==> src/verilog/exe_pkg.sv <==
// execute stage package: widths, cache range, enums, op union and pipeline records
package exe_pkg;

   // --------------------------------------------------
   // widths and address ranges
   // --------------------------------------------------
   localparam int xlen    = 32;                       // data and pc width
   localparam int gpr_asz = 5;                        // register address width
   localparam int max_gpr = 32;                       // general registers

   // stores landing in here also hit the L1 I$ and must invalidate it
   localparam logic [31:0] l1_ic_lo = 32'h0000_0000;
   localparam logic [31:0] l1_ic_hi = 32'h0000_7fff;  // inclusive

   // --------------------------------------------------
   // instruction classes and operations
   // --------------------------------------------------
   typedef enum logic [2:0]
   {
      alu_instr,
      br_instr,
      ld_instr,
      st_instr,
      ill_instr                                       // passed on, trapped later
   } ig_type_e;

   typedef enum logic [3:0]
   {
      op_add, op_sub, op_sll, op_slt, op_sltu,
      op_xor, op_srl, op_sra, op_or, op_and
   } alu_op_e;

   typedef enum logic [1:0]
   {
      b_cond,                                         // beq .. bgeu, picked by funct3
      b_jal,
      b_jalr
   } br_op_e;

   typedef enum logic [1:0] {sx_rs1, sx_pc, sx_zero} alu_sel_x_e;   // first alu operand
   typedef enum logic       {sy_rs2, sy_imm} alu_sel_y_e;           // second alu operand

   // branch view of the op word, upper bits unused
   typedef struct packed
   {
      logic [1:0] pad;
      br_op_e     op;
   } br_op_t;

   // op word means an alu op or a branch op depending on ig_type
   typedef union packed
   {
      alu_op_e alu;
      br_op_t  br;
   } exe_op_u;

   // --------------------------------------------------
   // pipeline records
   // --------------------------------------------------
   typedef struct packed
   {
      logic [xlen-1:0]    pc;
      logic [xlen-1:0]    predicted_addr;             // where fetch went after this one
      logic [xlen-1:0]    imm;
      ig_type_e           ig_type;
      exe_op_u            op;
      logic [2:0]         funct3;
      logic [gpr_asz-1:0] rd_addr;
      logic [gpr_asz-1:0] rs1_addr;
      logic [gpr_asz-1:0] rs2_addr;
      logic               rd_wr;
      logic               rs1_rd;
      logic               rs2_rd;
      alu_sel_x_e         sel_x;
      alu_sel_y_e         sel_y;
   } d2e_t;

   typedef struct packed
   {
      logic               valid;
      logic               rd_wr;
      logic [gpr_asz-1:0] rd_addr;
      logic [xlen-1:0]    rd_data;
   } fwd_gpr_t;

   typedef struct packed
   {
      logic [xlen-1:0]    pc;
      ig_type_e           ig_type;
      logic               rd_wr;
      logic [gpr_asz-1:0] rd_addr;
      logic [xlen-1:0]    rd_data;
      logic               is_ld;
      logic               is_st;
      logic [xlen-1:0]    ls_addr;
      logic [xlen-1:0]    st_data;
      logic [1:0]         size;                       // funct3[1:0]: byte, half, word
      logic               zero_ext;
      logic               inv_flag;                   // store hits the I$ range
      logic               mis;                        // misaligned target or access
      logic               mispre;                     // fetch took the wrong path
      logic [xlen-1:0]    br_pc;
   } e2m_t;

endpackage

==> src/verilog/alu_fu.sv <==
// ALU functional unit: operand select and the RV32I integer operations
module alu_fu
(
   input  logic [exe_pkg::xlen-1:0] rs1,
   input  logic [exe_pkg::xlen-1:0] rs2,
   input  logic [exe_pkg::xlen-1:0] pc,
   input  logic [exe_pkg::xlen-1:0] imm,
   input  exe_pkg::alu_sel_x_e      sel_x,
   input  exe_pkg::alu_sel_y_e      sel_y,
   input  exe_pkg::alu_op_e         op,
   output logic [exe_pkg::xlen-1:0] rd_data
);
   import exe_pkg::*;

   logic [xlen-1:0] x;                                // first operand
   logic [xlen-1:0] y;                                // second operand
   logic [4:0]      shamt;

   // auipc uses pc, lui uses zero + imm
   always_comb
   begin
      case (sel_x)
         sx_pc:   x = pc;
         sx_zero: x = '0;
         default: x = rs1;
      endcase
   end

   assign y     = (sel_y == sy_imm) ? imm : rs2;
   assign shamt = y[4:0];                             // rv32 shifts only look at 5 bits

   always_comb
   begin
      case (op)
         op_add:  rd_data = x + y;
         op_sub:  rd_data = x - y;
         op_sll:  rd_data = x << shamt;
         op_slt:  rd_data = xlen'($signed(x) < $signed(y));
         op_sltu: rd_data = xlen'(x < y);
         op_xor:  rd_data = x ^ y;
         op_srl:  rd_data = x >> shamt;
         op_sra:  rd_data = $unsigned($signed(x) >>> shamt);   // keep the sign bit
         op_or:   rd_data = x | y;
         op_and:  rd_data = x & y;
         default: rd_data = '0;                       // codes 10..15 unused
      endcase
   end

endmodule

==> src/verilog/br_fu.sv <==
// branch functional unit: condition, next pc, link address and target alignment
module br_fu
(
   input  logic [exe_pkg::xlen-1:0] rs1,
   input  logic [exe_pkg::xlen-1:0] rs2,
   input  logic [exe_pkg::xlen-1:0] pc,
   input  logic [exe_pkg::xlen-1:0] imm,
   input  logic [2:0]               funct3,
   input  exe_pkg::br_op_e          op,
   output logic [exe_pkg::xlen-1:0] br_pc,           // real next pc
   output logic [exe_pkg::xlen-1:0] no_br_pc,        // fall through, also link address
   output logic                     mis               // target not on a word boundary
);
   import exe_pkg::*;

   logic            take;                             // conditional branch is taken
   logic [xlen-1:0] jalr_sum;

   assign no_br_pc = pc + 32'd4;
   assign jalr_sum = rs1 + imm;

   // ------------------------------------------------
   // branch condition by funct3
   // ------------------------------------------------
   always_comb
   begin
      case (funct3)
         3'b000:  take = (rs1 == rs2);                       // beq
         3'b001:  take = (rs1 != rs2);                       // bne
         3'b100:  take = ($signed(rs1) < $signed(rs2));      // blt
         3'b101:  take = ($signed(rs1) >= $signed(rs2));     // bge
         3'b110:  take = (rs1 < rs2);                        // bltu
         3'b111:  take = (rs1 >= rs2);                       // bgeu
         default: take = 1'b0;                               // 010, 011 are no branch
      endcase
   end

   // ------------------------------------------------
   // next pc
   // ------------------------------------------------
   always_comb
   begin
      case (op)
         b_cond:  br_pc = take ? (pc + imm) : no_br_pc;
         b_jal:   br_pc = pc + imm;
         b_jalr:  br_pc = {jalr_sum[xlen-1:1], 1'b0};        // spec drops bit 0
         default: br_pc = no_br_pc;
      endcase
   end

   // no compressed support, so a target on a halfword is misaligned
   assign mis = br_pc[1];

endmodule

==> src/verilog/exe_pipe.sv <==
// one entry pipeline register with full flag between execute and memory
module exe_pipe
(
   input  logic          clk,
   input  logic          arst_n,
   input  logic          flush,                       // drop whatever is held
   input  logic          write,                       // load data_in
   input  logic          read,                        // next stage takes data_out
   input  exe_pkg::e2m_t data_in,
   output logic          full,
   output exe_pkg::e2m_t data_out
);

   // flush beats a write in the same cycle, the younger instruction dies too
   always_ff @(posedge clk or negedge arst_n)
   begin
      if (!arst_n)
         full <= 1'b0;
      else if (flush)
         full <= 1'b0;
      else if (write)
         full <= 1'b1;                                // write with read keeps it full
      else if (read)
         full <= 1'b0;
   end

   // payload only, qualified by full
   always_ff @(posedge clk)
   begin
      if (write)
         data_out <= data_in;
   end

endmodule

==> src/verilog/execute.sv <==
// execute stage top: handshake, forwarding, functional units, result record, pc reload
module execute
(
   input  logic                                           clk,
   input  logic                                           arst_n,
   input  logic                                           cpu_halt,    // stop taking instrs
   input  logic                                           pipe_flush,  // kill the held record
   input  logic                                           d2e_valid,
   input  exe_pkg::d2e_t                                  d2e_data,
   output logic                                           d2e_rdy,
   output logic                                           e2m_valid,
   output exe_pkg::e2m_t                                  e2m_data,
   input  logic                                           e2m_rdy,
   input  logic [exe_pkg::max_gpr-1:0][exe_pkg::xlen-1:0] gpr,
   input  exe_pkg::fwd_gpr_t                              fwd_mem,
   input  exe_pkg::fwd_gpr_t                              fwd_wb,
   output logic                                           rld_pc_flag, // fetch must reload
   output logic [exe_pkg::xlen-1:0]                       rld_pc_addr
);
   import exe_pkg::*;

   logic            run_q;                            // first clock after reset seen
   logic            xfer_in;
   logic            xfer_out;
   logic            pipe_full;
   logic            rld_req;                          // instruction mispredicts
   logic [xlen-1:0] rs1_d;                            // forwarded sources
   logic [xlen-1:0] rs2_d;
   logic [xlen-1:0] alu_rd_data;
   logic [xlen-1:0] br_pc;
   logic [xlen-1:0] no_br_pc;
   logic            br_mis;
   logic [xlen-1:0] ls_addr;
   logic [xlen-1:0] st_data;
   logic [1:0]      ls_size;
   logic            ls_zero_ext;
   logic            ls_mis;
   e2m_t            exe_dout;

   // --------------------------------------------------
   // handshake
   // --------------------------------------------------
   always_ff @(posedge clk or negedge arst_n)
   begin
      if (!arst_n)
         run_q <= 1'b0;
      else
         run_q <= 1'b1;
   end

   assign d2e_rdy     = run_q & ~cpu_halt & (~pipe_full | xfer_out);
   assign xfer_in     = d2e_valid & d2e_rdy;
   assign xfer_out    = e2m_valid & e2m_rdy;
   assign e2m_valid   = pipe_full;
   assign rld_pc_flag = xfer_in & rld_req;            // only for an accepted instruction

   // --------------------------------------------------
   // operands and functional units
   // --------------------------------------------------
   operand_fwd rs1_fwd
   (
      .rd(d2e_data.rs1_rd), .addr(d2e_data.rs1_addr), .rf_data(gpr[d2e_data.rs1_addr]),
      .fwd_mem(fwd_mem), .fwd_wb(fwd_wb), .opnd(rs1_d)
   );

   operand_fwd rs2_fwd
   (
      .rd(d2e_data.rs2_rd), .addr(d2e_data.rs2_addr), .rf_data(gpr[d2e_data.rs2_addr]),
      .fwd_mem(fwd_mem), .fwd_wb(fwd_wb), .opnd(rs2_d)
   );

   alu_fu afu
   (
      .rs1(rs1_d), .rs2(rs2_d), .pc(d2e_data.pc), .imm(d2e_data.imm),
      .sel_x(d2e_data.sel_x), .sel_y(d2e_data.sel_y), .op(d2e_data.op.alu),
      .rd_data(alu_rd_data)
   );

   br_fu bfu
   (
      .rs1(rs1_d), .rs2(rs2_d), .pc(d2e_data.pc), .imm(d2e_data.imm),
      .funct3(d2e_data.funct3), .op(d2e_data.op.br.op),
      .br_pc(br_pc), .no_br_pc(no_br_pc), .mis(br_mis)
   );

   ls_fu lsfu
   (
      .rs1(rs1_d), .rs2(rs2_d), .imm(d2e_data.imm), .funct3(d2e_data.funct3),
      .ls_addr(ls_addr), .st_data(st_data), .size(ls_size),
      .zero_ext(ls_zero_ext), .mis(ls_mis)
   );

   // --------------------------------------------------
   // result record and reload
   // --------------------------------------------------
   always_comb
   begin
      exe_dout         = '0;
      exe_dout.pc      = d2e_data.pc;
      exe_dout.ig_type = d2e_data.ig_type;
      exe_dout.rd_addr = d2e_data.rd_addr;
      rld_req          = 1'b0;
      rld_pc_addr      = '0;

      case (d2e_data.ig_type)
         alu_instr:
         begin
            exe_dout.rd_wr   = d2e_data.rd_wr;
            exe_dout.rd_data = alu_rd_data;
         end

         br_instr:
         begin
            exe_dout.br_pc = br_pc;
            if (br_mis)
               exe_dout.mis = 1'b1;                   // trap later, fetch keeps going
            else if (d2e_data.predicted_addr != br_pc)
            begin
               exe_dout.mispre = 1'b1;
               rld_req         = 1'b1;
               rld_pc_addr     = br_pc;
            end
            else if (d2e_data.op.br.op != b_cond)
            begin
               exe_dout.rd_wr   = d2e_data.rd_wr;     // link only on the right path
               exe_dout.rd_data = no_br_pc;
            end
         end

         ld_instr:
         begin
            exe_dout.rd_wr    = d2e_data.rd_wr;       // data arrives in memory stage
            exe_dout.is_ld    = 1'b1;
            exe_dout.ls_addr  = ls_addr;
            exe_dout.size     = ls_size;
            exe_dout.zero_ext = ls_zero_ext;
            exe_dout.mis      = ls_mis;
         end

         st_instr:
         begin
            exe_dout.is_st    = 1'b1;
            exe_dout.ls_addr  = ls_addr;
            exe_dout.st_data  = st_data;
            exe_dout.size     = ls_size;
            exe_dout.inv_flag = (ls_addr >= l1_ic_lo) && (ls_addr <= l1_ic_hi);
            exe_dout.mis      = ls_mis;
         end

         default: ;                                   // illegal: no effect, trapped downstream
      endcase

      exe_dout.rd_wr = exe_dout.rd_wr & (|d2e_data.rd_addr);   // x0 is never written
   end

   exe_pipe exe_reg
   (
      .clk(clk), .arst_n(arst_n), .flush(pipe_flush),
      .write(xfer_in), .read(xfer_out), .data_in(exe_dout),
      .full(pipe_full), .data_out(e2m_data)
   );

endmodule

==> src/verilog/ls_fu.sv <==
// load/store unit: effective address, access size, extension, alignment, store data
module ls_fu
(
   input  logic [exe_pkg::xlen-1:0] rs1,             // base
   input  logic [exe_pkg::xlen-1:0] rs2,             // store value
   input  logic [exe_pkg::xlen-1:0] imm,             // offset
   input  logic [2:0]               funct3,
   output logic [exe_pkg::xlen-1:0] ls_addr,
   output logic [exe_pkg::xlen-1:0] st_data,
   output logic [1:0]               size,            // 0 byte, 1 half, 2 word
   output logic                     zero_ext,        // lbu / lhu
   output logic                     mis
);

   assign ls_addr  = rs1 + imm;
   assign st_data  = rs2;                             // memory stage lines up the lanes
   assign size     = funct3[1:0];
   assign zero_ext = funct3[2];

   // alignment by access width
   always_comb
   begin
      case (size)
         2'b01:   mis = ls_addr[0];                   // halfword on odd byte
         2'b10:   mis = |ls_addr[1:0];                // word off a 4 byte boundary
         default: mis = 1'b0;                         // bytes never misalign
      endcase
   end

endmodule

==> src/verilog/operand_fwd.sv <==
// source operand mux picking memory forward, writeback forward or register file
module operand_fwd
(
   input  logic                        rd,            // instruction really reads this source
   input  logic [exe_pkg::gpr_asz-1:0] addr,          // source register
   input  logic [exe_pkg::xlen-1:0]    rf_data,       // gpr[addr]
   input  exe_pkg::fwd_gpr_t           fwd_mem,       // result now in memory stage
   input  exe_pkg::fwd_gpr_t           fwd_wb,        // result now in writeback stage
   output logic [exe_pkg::xlen-1:0]    opnd
);

   logic mem_hit;
   logic wb_hit;
   logic addr_nz;                                     // x0 always reads as zero

   assign addr_nz = |addr;

   // a forward counts only if it is live, writes a register and hits ours
   assign mem_hit = rd & addr_nz & fwd_mem.valid & fwd_mem.rd_wr &
                    (fwd_mem.rd_addr == addr);
   assign wb_hit  = rd & addr_nz & fwd_wb.valid & fwd_wb.rd_wr &
                    (fwd_wb.rd_addr == addr);

   // newest value wins, memory stage is younger than writeback
   always_comb
   begin
      if (mem_hit)
         opnd = fwd_mem.rd_data;
      else if (wb_hit)
         opnd = fwd_wb.rd_data;
      else
         opnd = rf_data;                              // nothing in flight for this register
   end

endmodule
==> config.mk <==
export PLATFORM = sky130hd
export DESIGN_NAME = execute
export DESIGN_NICKNAME = d
export VERILOG_FILES = /design/src/verilog/exe_pkg.sv /design/src/verilog/alu_fu.sv /design/src/verilog/br_fu.sv /design/src/verilog/exe_pipe.sv /design/src/verilog/execute.sv /design/src/verilog/ls_fu.sv /design/src/verilog/operand_fwd.sv
export SDC_FILE = /design/constraint.sdc
export NUM_CORES = 2
export LEC_CHECK = 0
export BUFFER_PORTS_ARGS = -buffer_cell sky130_fd_sc_hd__buf_2
export CAP_MARGIN = 20
export CORE_AREA = 10 10 561 563
export CTS_BUF_LIST = sky130_fd_sc_hd__clkbuf_16
export DETAILED_ROUTE_END_ITERATION = 12
export DIE_AREA = 0 0 571 573
export GPL_TIMING_DRIVEN = 0
export PLACE_DENSITY = 0.31
export SYNTH_ARGS = -nofsm -noshare
export SYNTH_HDL_FRONTEND = slang
export SYNTH_SLANG_ARGS = --single-unit
==> constraint.sdc <==
create_clock -name clk -period 42.5 [get_ports clk]
set_input_delay 12.75 -clock clk [delete_from_list [all_inputs] [get_ports clk]]
set_output_delay 12.75 -clock clk [all_outputs]
set_load 0.01 [all_outputs]
[Word-level counts from Yosys, hierarchy flattened]
Cells that the tools add are included.
Cells by class
  multiply operators: 0
  $add $sub $neg: 5
  equal/unequal tests: 30
  reduce and logical (&&, ||, !) cells: 13
  bitwise logic cells: 26
  shifts and indexed selects: 3
  order comparisons: 10
  mux-type cells: 36
  divide/modulo/power cells: 0
Operator list (count)
  $mux 32: 14
  $bmux 32 s5: 2
  $pmux 32 s10: 1
  $lt 32x32->1: 4
  $pmux 32 s2: 2
  $add 32x32->32: 3
  $pmux 32 s3: 1
  $ge 32x32->1: 2
  $ne 32x32->1: 2
  $add 32x3->32 const B: 1
  $and 32x32->32: 1
  $eq 32x32->1: 1
  $ge 32x1->1 const B: 1
  $le 32x15->1 const B: 1
  $or 32x32->32: 1
  $shl 32x5->32: 1
  $shr 32x5->32: 1
  $sshr 32x5->32: 1
  $sub 32x32->32: 1
  $xor 32x32->32: 1
  $and 1x1->1: 20
  $eq 5x5->1: 4
  $eq 4x3->1 const B: 4
  $reduce_or 5->1: 3
  other kinds (21): 50
Storage, ports and cells
  logic and storage cells: 140
  bits in read-only memories: 0
  bits in latches: 0
  memories: 0
  memory bits (writable): 0
  input port bits: 1235
  bits in registers: 179
  output and inout port bits: 212

[Longest topological paths before layout]
  word-level depth: 16
  depth in mapped cells: 30

[Hierarchy]
From an unflattened synthesis, not the netlist that was laid out.
Second synthesis, totals
  cell total of the unflattened synthesis: 4558
  area, all modules: 43390.4 um^2
By module, submodules not included
  execute: times used 1, sequential area each 25.0 um^2, area each 17471.8 um^2, cells each 1351
  alu_fu: times used 1, sequential area each 0.0 um^2, area each 10322.4 um^2, cells each 1540
  br_fu: times used 1, sequential area each 0.0 um^2, area each 5500.3 um^2, cells each 827
  exe_pipe: times used 1, sequential area each 5340.1 um^2, area each 5358.9 um^2, cells each 181
  operand_fwd: times used 2, sequential area each 0.0 um^2, area each 1333.8 um^2, cells each 183
  ls_fu: times used 1, sequential area each 0.0 um^2, area each 2069.5 um^2, cells each 293

[Worst setup path after synthesis]
Ideal clock, no wire load.
  path kind: input-to-output
  start: input d2e_data[6] (netlist name)
  end: output rld_pc_addr[0] (netlist name)
  slack: 9.962 ns
  path buffers: 8
  arrival: 19.788 ns
  stages: 27
  cells stage by stage: buf_2 -> buf_2 -> clkbuf_1 -> buf_1 -> buf_1 -> mux4_2 -> mux4_2 -> mux2i_1 -> o21ai_0 -> mux2i_1 -> ha_1 -> nand4_1 -> or4_4 -> a21o_1 -> a41oi_2 -> nor4b_2 -> o41ai_4 -> nand2_2 -> buf_6 -> a221o_1 -> a2111o_1 -> o41ai_2 -> and4_1 -> and4b_1 -> buf_2 -> buf_4 -> nor3_1
Between the ends
  word-level cells in the longest chain between the ends: 15
  elaborated cells between the ends (all ways): 27
  those cells by class: order compare (4); eq/ne (5); mux (10); bitwise (7); reduce/logical (1)
RTL lines
  from (decl): line execute.sv:9  | input exe_pkg::d2e_t d2e_data,
  $reduce_or 5->1: line operand_fwd.sv:16  | assign addr_nz = |addr;
  $and 1x1->1: line operand_fwd.sv:19, operand_fwd.sv:21
  $and 1x1->1 (3 in a row): line operand_fwd.sv:21  | assign wb_hit = rd & addr_nz & fwd_wb.valid & fwd_wb.rd_wr &
  $mux 32: line operand_fwd.sv:29  | else if (wb_hit)
  $mux 32 *: line operand_fwd.sv:27  | if (mem_hit)
  $ge 32x32->1, or another cell as far along: line br_fu.sv:33  | 3'b111: take = (rs1 >= rs2);
  $pmux 1 s6 *: line br_fu.sv:27  | case (funct3)
  $mux 32 *: line br_fu.sv:44  | b_cond: br_pc = take ? (pc + imm) : no_br_pc;
  $pmux 32 s3 *: line br_fu.sv:43  | case (op)
  $ne 32x32->1: line execute.sv:117  | else if (d2e_data.predicted_addr != br_pc)
  $mux 32: line execute.sv:117
  $mux 32 *: line execute.sv:115  | if (br_mis)
  $mux 32 *: line execute.sv:105  | case (d2e_data.ig_type)
  to (decl): line execute.sv:18  | output logic [exe_pkg::xlen-1:0] rld_pc_addr
Every way passes the cells marked *; elsewhere a longest branch is shown, timed or not. The select of a mux whose other input is x is not followed.

[Worst setup path after layout]
  start: input d2e_data[7] (netlist name)
  end: output rld_pc_addr[2] (netlist name)
The elaborated chain is that of the path after synthesis.

==> metrics.md <==
| Metric | Value |
|---|---|
| Status | `finished, final reports clean` |
| RD Place Congestion | `1.00` |
| First DRT Iteration DRCs | `6383` |
| Largest net degree at the start of global routing | `102` |
| Vias | `53600` |
| Core area | `0.303 sq mm` |
| Crit path required time | `29.75 ns` |
| Final Max Tran Viols | `0` |
| Async SR Flop Fraction | `0.0112` |
| Avg Vias per Cell | `5.23` |
| Fmax achieved | `0.0262 GHz` |
| CP Launch Point | `d2e_data[7]` |
| Endpoints failing setup | `0` |
| Skew-Pair Late Insertion Delay | `0.55 ns` |
| Nature of the critical path startpoint | `input pin` |
| Share of cells above drive strength 1 | `0.420` |
| Area grow syn2layout | `36.5%` |
| Synth cell types | `104` |
| Post-route setup slack | `4.30 ns` |
| Vias in the first global route | `51600` |
| Sequential share of power | `0.135` |
| Yosys top cell by area | `mux4_2` |
| Arr. time, crit path | `25.45 ns` |
| Num CTS Buffers | `17` |
| Switching power | `869 uW` |
| Final core utilization | `0.188` |
| Post-synthesis sequential area ratio | `0.129` |
| CTS tree | `built` |
| Initial Util | `0.138` |
| Dominant cells by area after synthesis | `mux4_2 (35%), edfxtp_1 (13%), ha_1 (5.9%), mux2i_1 (4.5%), nor2_1 (3.8%)` |
| Hold wc startpoint | `exe_reg.full` |
| VDD IR-drop max | `32.0 uV` |
| Fin crit share | `0.899` |
| IO Pins | `1447` |
| Die ar. | `0.327 sq mm` |
| Width of the die | `571 um` |
| Wire per inst | `48.7 um` |
| Clk pin slew, worst setup/hold paths | `0.08 ns` |
| Initial antenna violation count | `416` |
| Slew @ Worst Pin | `1.30 ns` |
| Largest stage delay on the critical path | `0.91 ns` |
| Routed Antenna Nets | `0` |
| Std cell rows | `202` |
| Nature of the critical path endpoint | `output pin` |
| Die height | `573 um` |
| First-pass iteration count of the detailed router | `6` |
| Gr ovfl total | `0` |
| Combinational power share | `0.749` |
| Hold WC Path Type | `reg2reg` |
| Final setup skew | `0.0210 ns` |
| Post-CTS sizing | `0` |
| Post-DP HPWL | `443 mm` |
| Leakage | `0.0217 uW` |
| Cell at the slowest stage of the critical path | `mux2i_1` |
| Post-Synthesis Net Count | `5744` |
| # nets final | `7306` |
| Post-Syn Instances | `4308` |
| Post-CTS Hold Fix Bufs | `0` |
| PortBufs | `1438` |
| Yosys warnings | `0` |
| Routed WL | `500 mm` |
| Synth top area share | `0.346` |
| Post-synthesis register bit count | `179` |
| Unrepaired setup endpoints after global routing | `no` |
| Critical-path maximum fanout | `10` |
| Top FF cell, synth | `edfxtp_1` |
| CTS max path bufs | `2` |
| First-pass GRT wire length | `616 mm` |
| Max-Cap Viols | `0` |
| Root buffer cell | `clkbuf_16` |
| Design Power | `1520 uW` |
| Placement Setup Slack | `4.50 ns` |
| Post-route DRC | `0` |
| Post-CTS Setup Inserts | `0` |
| Syn Area/Cell | `9.66 sq um` |
| CTS H-tree lvls | `4` |
| Internal | `654 uW` |
| Power Dens Cells | `26.8 mW/mm^2` |
| Kind of critical path | `in2out` |
| Synthesized cell area | `0.0416 sq mm` |
| Hold Fails Final Rpt | `0` |
| Gr usage total | `0.290` |
| Switching Share | `0.570` |
| Slew HR | `0.131` |
| Minimum period implied by the final worst setup slack | `38.20 ns` |
| Beginning of the worst register-to-register path | `exe_reg.full` |
| Clk pwr share | `0.116` |
| EDFF count, synth | `177` |
| Final setup TNS | `0 ns` |
| CTS sink cnt | `179` |
[layout make-up]
cell class | count | area [sq um]
Buffer | 373 | 1640
Clock buffer | 17 | 425
Antenna cell | 401 | 1000
Fill cell | 34200 | 246000
Inverter | 171 | 652
Multi-Input combinational cell | 3585 | 34100
Tap cell | 3978 | 4980
Sequential cell | 179 | 5370
Timing Repair Buffer | 1543 | 8490
Clock inverter | 15 | 179
[layer usage]
layer	vias to the layer above	wire length, um	GRT usage
li1	20900	-	-
met1	27900	181000	0.321
met2	3586	242000	0.497
met3	1073	38300	0.0698
met4	126	38100	0.178
met5	-	833	0
[critical path: cells and delay by family]
kind	cells	cell delay, ns
multiplexers	4	2.37
AO/OA/AOI/OAI	7	2.42
AND/OR/NAND/NOR	5	1.76
XOR/XNOR	1	0.36
adder cells (fa/ha/maj)	1	0.40
buffers and inverters	12	5.29
[power groups by stage]
| stage | Combinational (uW) | Clock (uW) | Sequential [uW] |
|---|---|---|---|
| floorplan | 535 | 0 | 213 |
| global placement | 1100 | 0 | 211 |
| detailed placement | 1120 | 0 | 209 |
| CTS | 1120 | 184 | 205 |
| global route | 1170 | 188 | 206 |
| finish | 1140 | 177 | 205 |
[final timing paths]
kind                                    endpoint  slack (ns)  cells after the start
min in group asynchronous                  run_q       11.98                      1
setup / recovery                  rld_pc_addr[2]        4.30                     30
hold reg to reg                     exe_reg.full        0.70                      2
setup reg to reg           exe_reg.data_out[135]       40.09                      5
hold / removal                      exe_reg.full        0.70                      2
max in group asynchronous           exe_reg.full       30.42                      1
[kinds of logic after synthesis]
| logic type | after synthesis | synth area share |
|---|---|---|
| compound gates | 1112 | 0.177 |
| xor+xnor | 142 | 0.0305 |
| fa+ha+maj | 201 | 0.0611 |
| buf+inv | 544 | 0.0532 |
| flops | 179 | 0.129 |
| mux | 888 | 0.407 |
| other cells | 2 | 0.000180 |
| simple gates | 1240 | 0.142 |
[Yosys cell counts, types with 27 or more instances]
| master | number |
|---|---|
| o21ai_0 | 202 |
| nand4_1 | 32 |
| a221oi_1 | 28 |
| buf_2 | 68 |
| a31oi_1 | 66 |
| o22ai_1 | 35 |
| a211oi_1 | 49 |
| inv_1 | 166 |
| and2_1 | 33 |
| nand2b_1 | 34 |
| o211ai_1 | 71 |
| nor3_1 | 91 |
| xor2_1 | 63 |
| xnor2_1 | 77 |
| buf_1 | 72 |
| o31ai_1 | 27 |
| a21o_1 | 43 |
| clkbuf_1 | 218 |
| nand3_1 | 106 |
| ha_1 | 197 |
| nor2_1 | 419 |
| mux2i_1 | 189 |
| or4_1 | 38 |
| nand2_1 | 292 |
| and3_1 | 65 |
| a21oi_1 | 279 |
| edfxtp_1 | 177 |
| o21ai_1 | 37 |
| mux2_2 | 57 |
| mux4_2 | 639 |
[metrics by stage]
stage,hold slack [ns],std cells,instance area [sq um]
floorplan,0.710,4308,41600
global placement,0.680,9724,53800
detailed placement,0.678,9826,55200
CTS,0.701,9858,55800
global route,0.774,10100,56500
finish,0.695,10300,56800
[layout by cell type (no fill, tap or decap), types with 20 or more instances in the layout]
master,synthesis,routed
nand2b_1,34,34
a31oi_1,66,66
buf_1,72,49
buf_4,7,45
nor2b_1,20,20
buf_2,68,1533
diode_2,0,401
a211oi_1,49,49
o21a_1,25,25
buf_8,0,29
xor2_1,63,63
nand3_1,106,106
inv_1,166,165
mux4_2,639,639
and2_1,33,33
o31ai_1,27,26
o21ai_1,37,46
o21ai_0,202,193
mux2i_1,189,181
a21o_1,43,43
nand2_1,292,292
nor2_1,419,419
clkbuf_1,218,188
o211ai_1,71,71
nor3_1,91,88
buf_6,8,28
o21bai_1,25,25
or4_1,38,38
ha_1,197,197
a21oi_1,279,279
and3_1,65,65
clkbuf_2,0,30
mux2_2,57,57
a221oi_1,28,28
xnor2_1,77,77
o22ai_1,35,35
a22oi_1,22,22
nand4_1,32,32
edfxtp_1,177,177
or3_1,24,24
[flip-flops by register name, summed over array words and instances (netlist names)]
name	count
exe_reg.data_out	177
exe_reg.full	1
run_q	1
(Power assumes the default switching activity.)
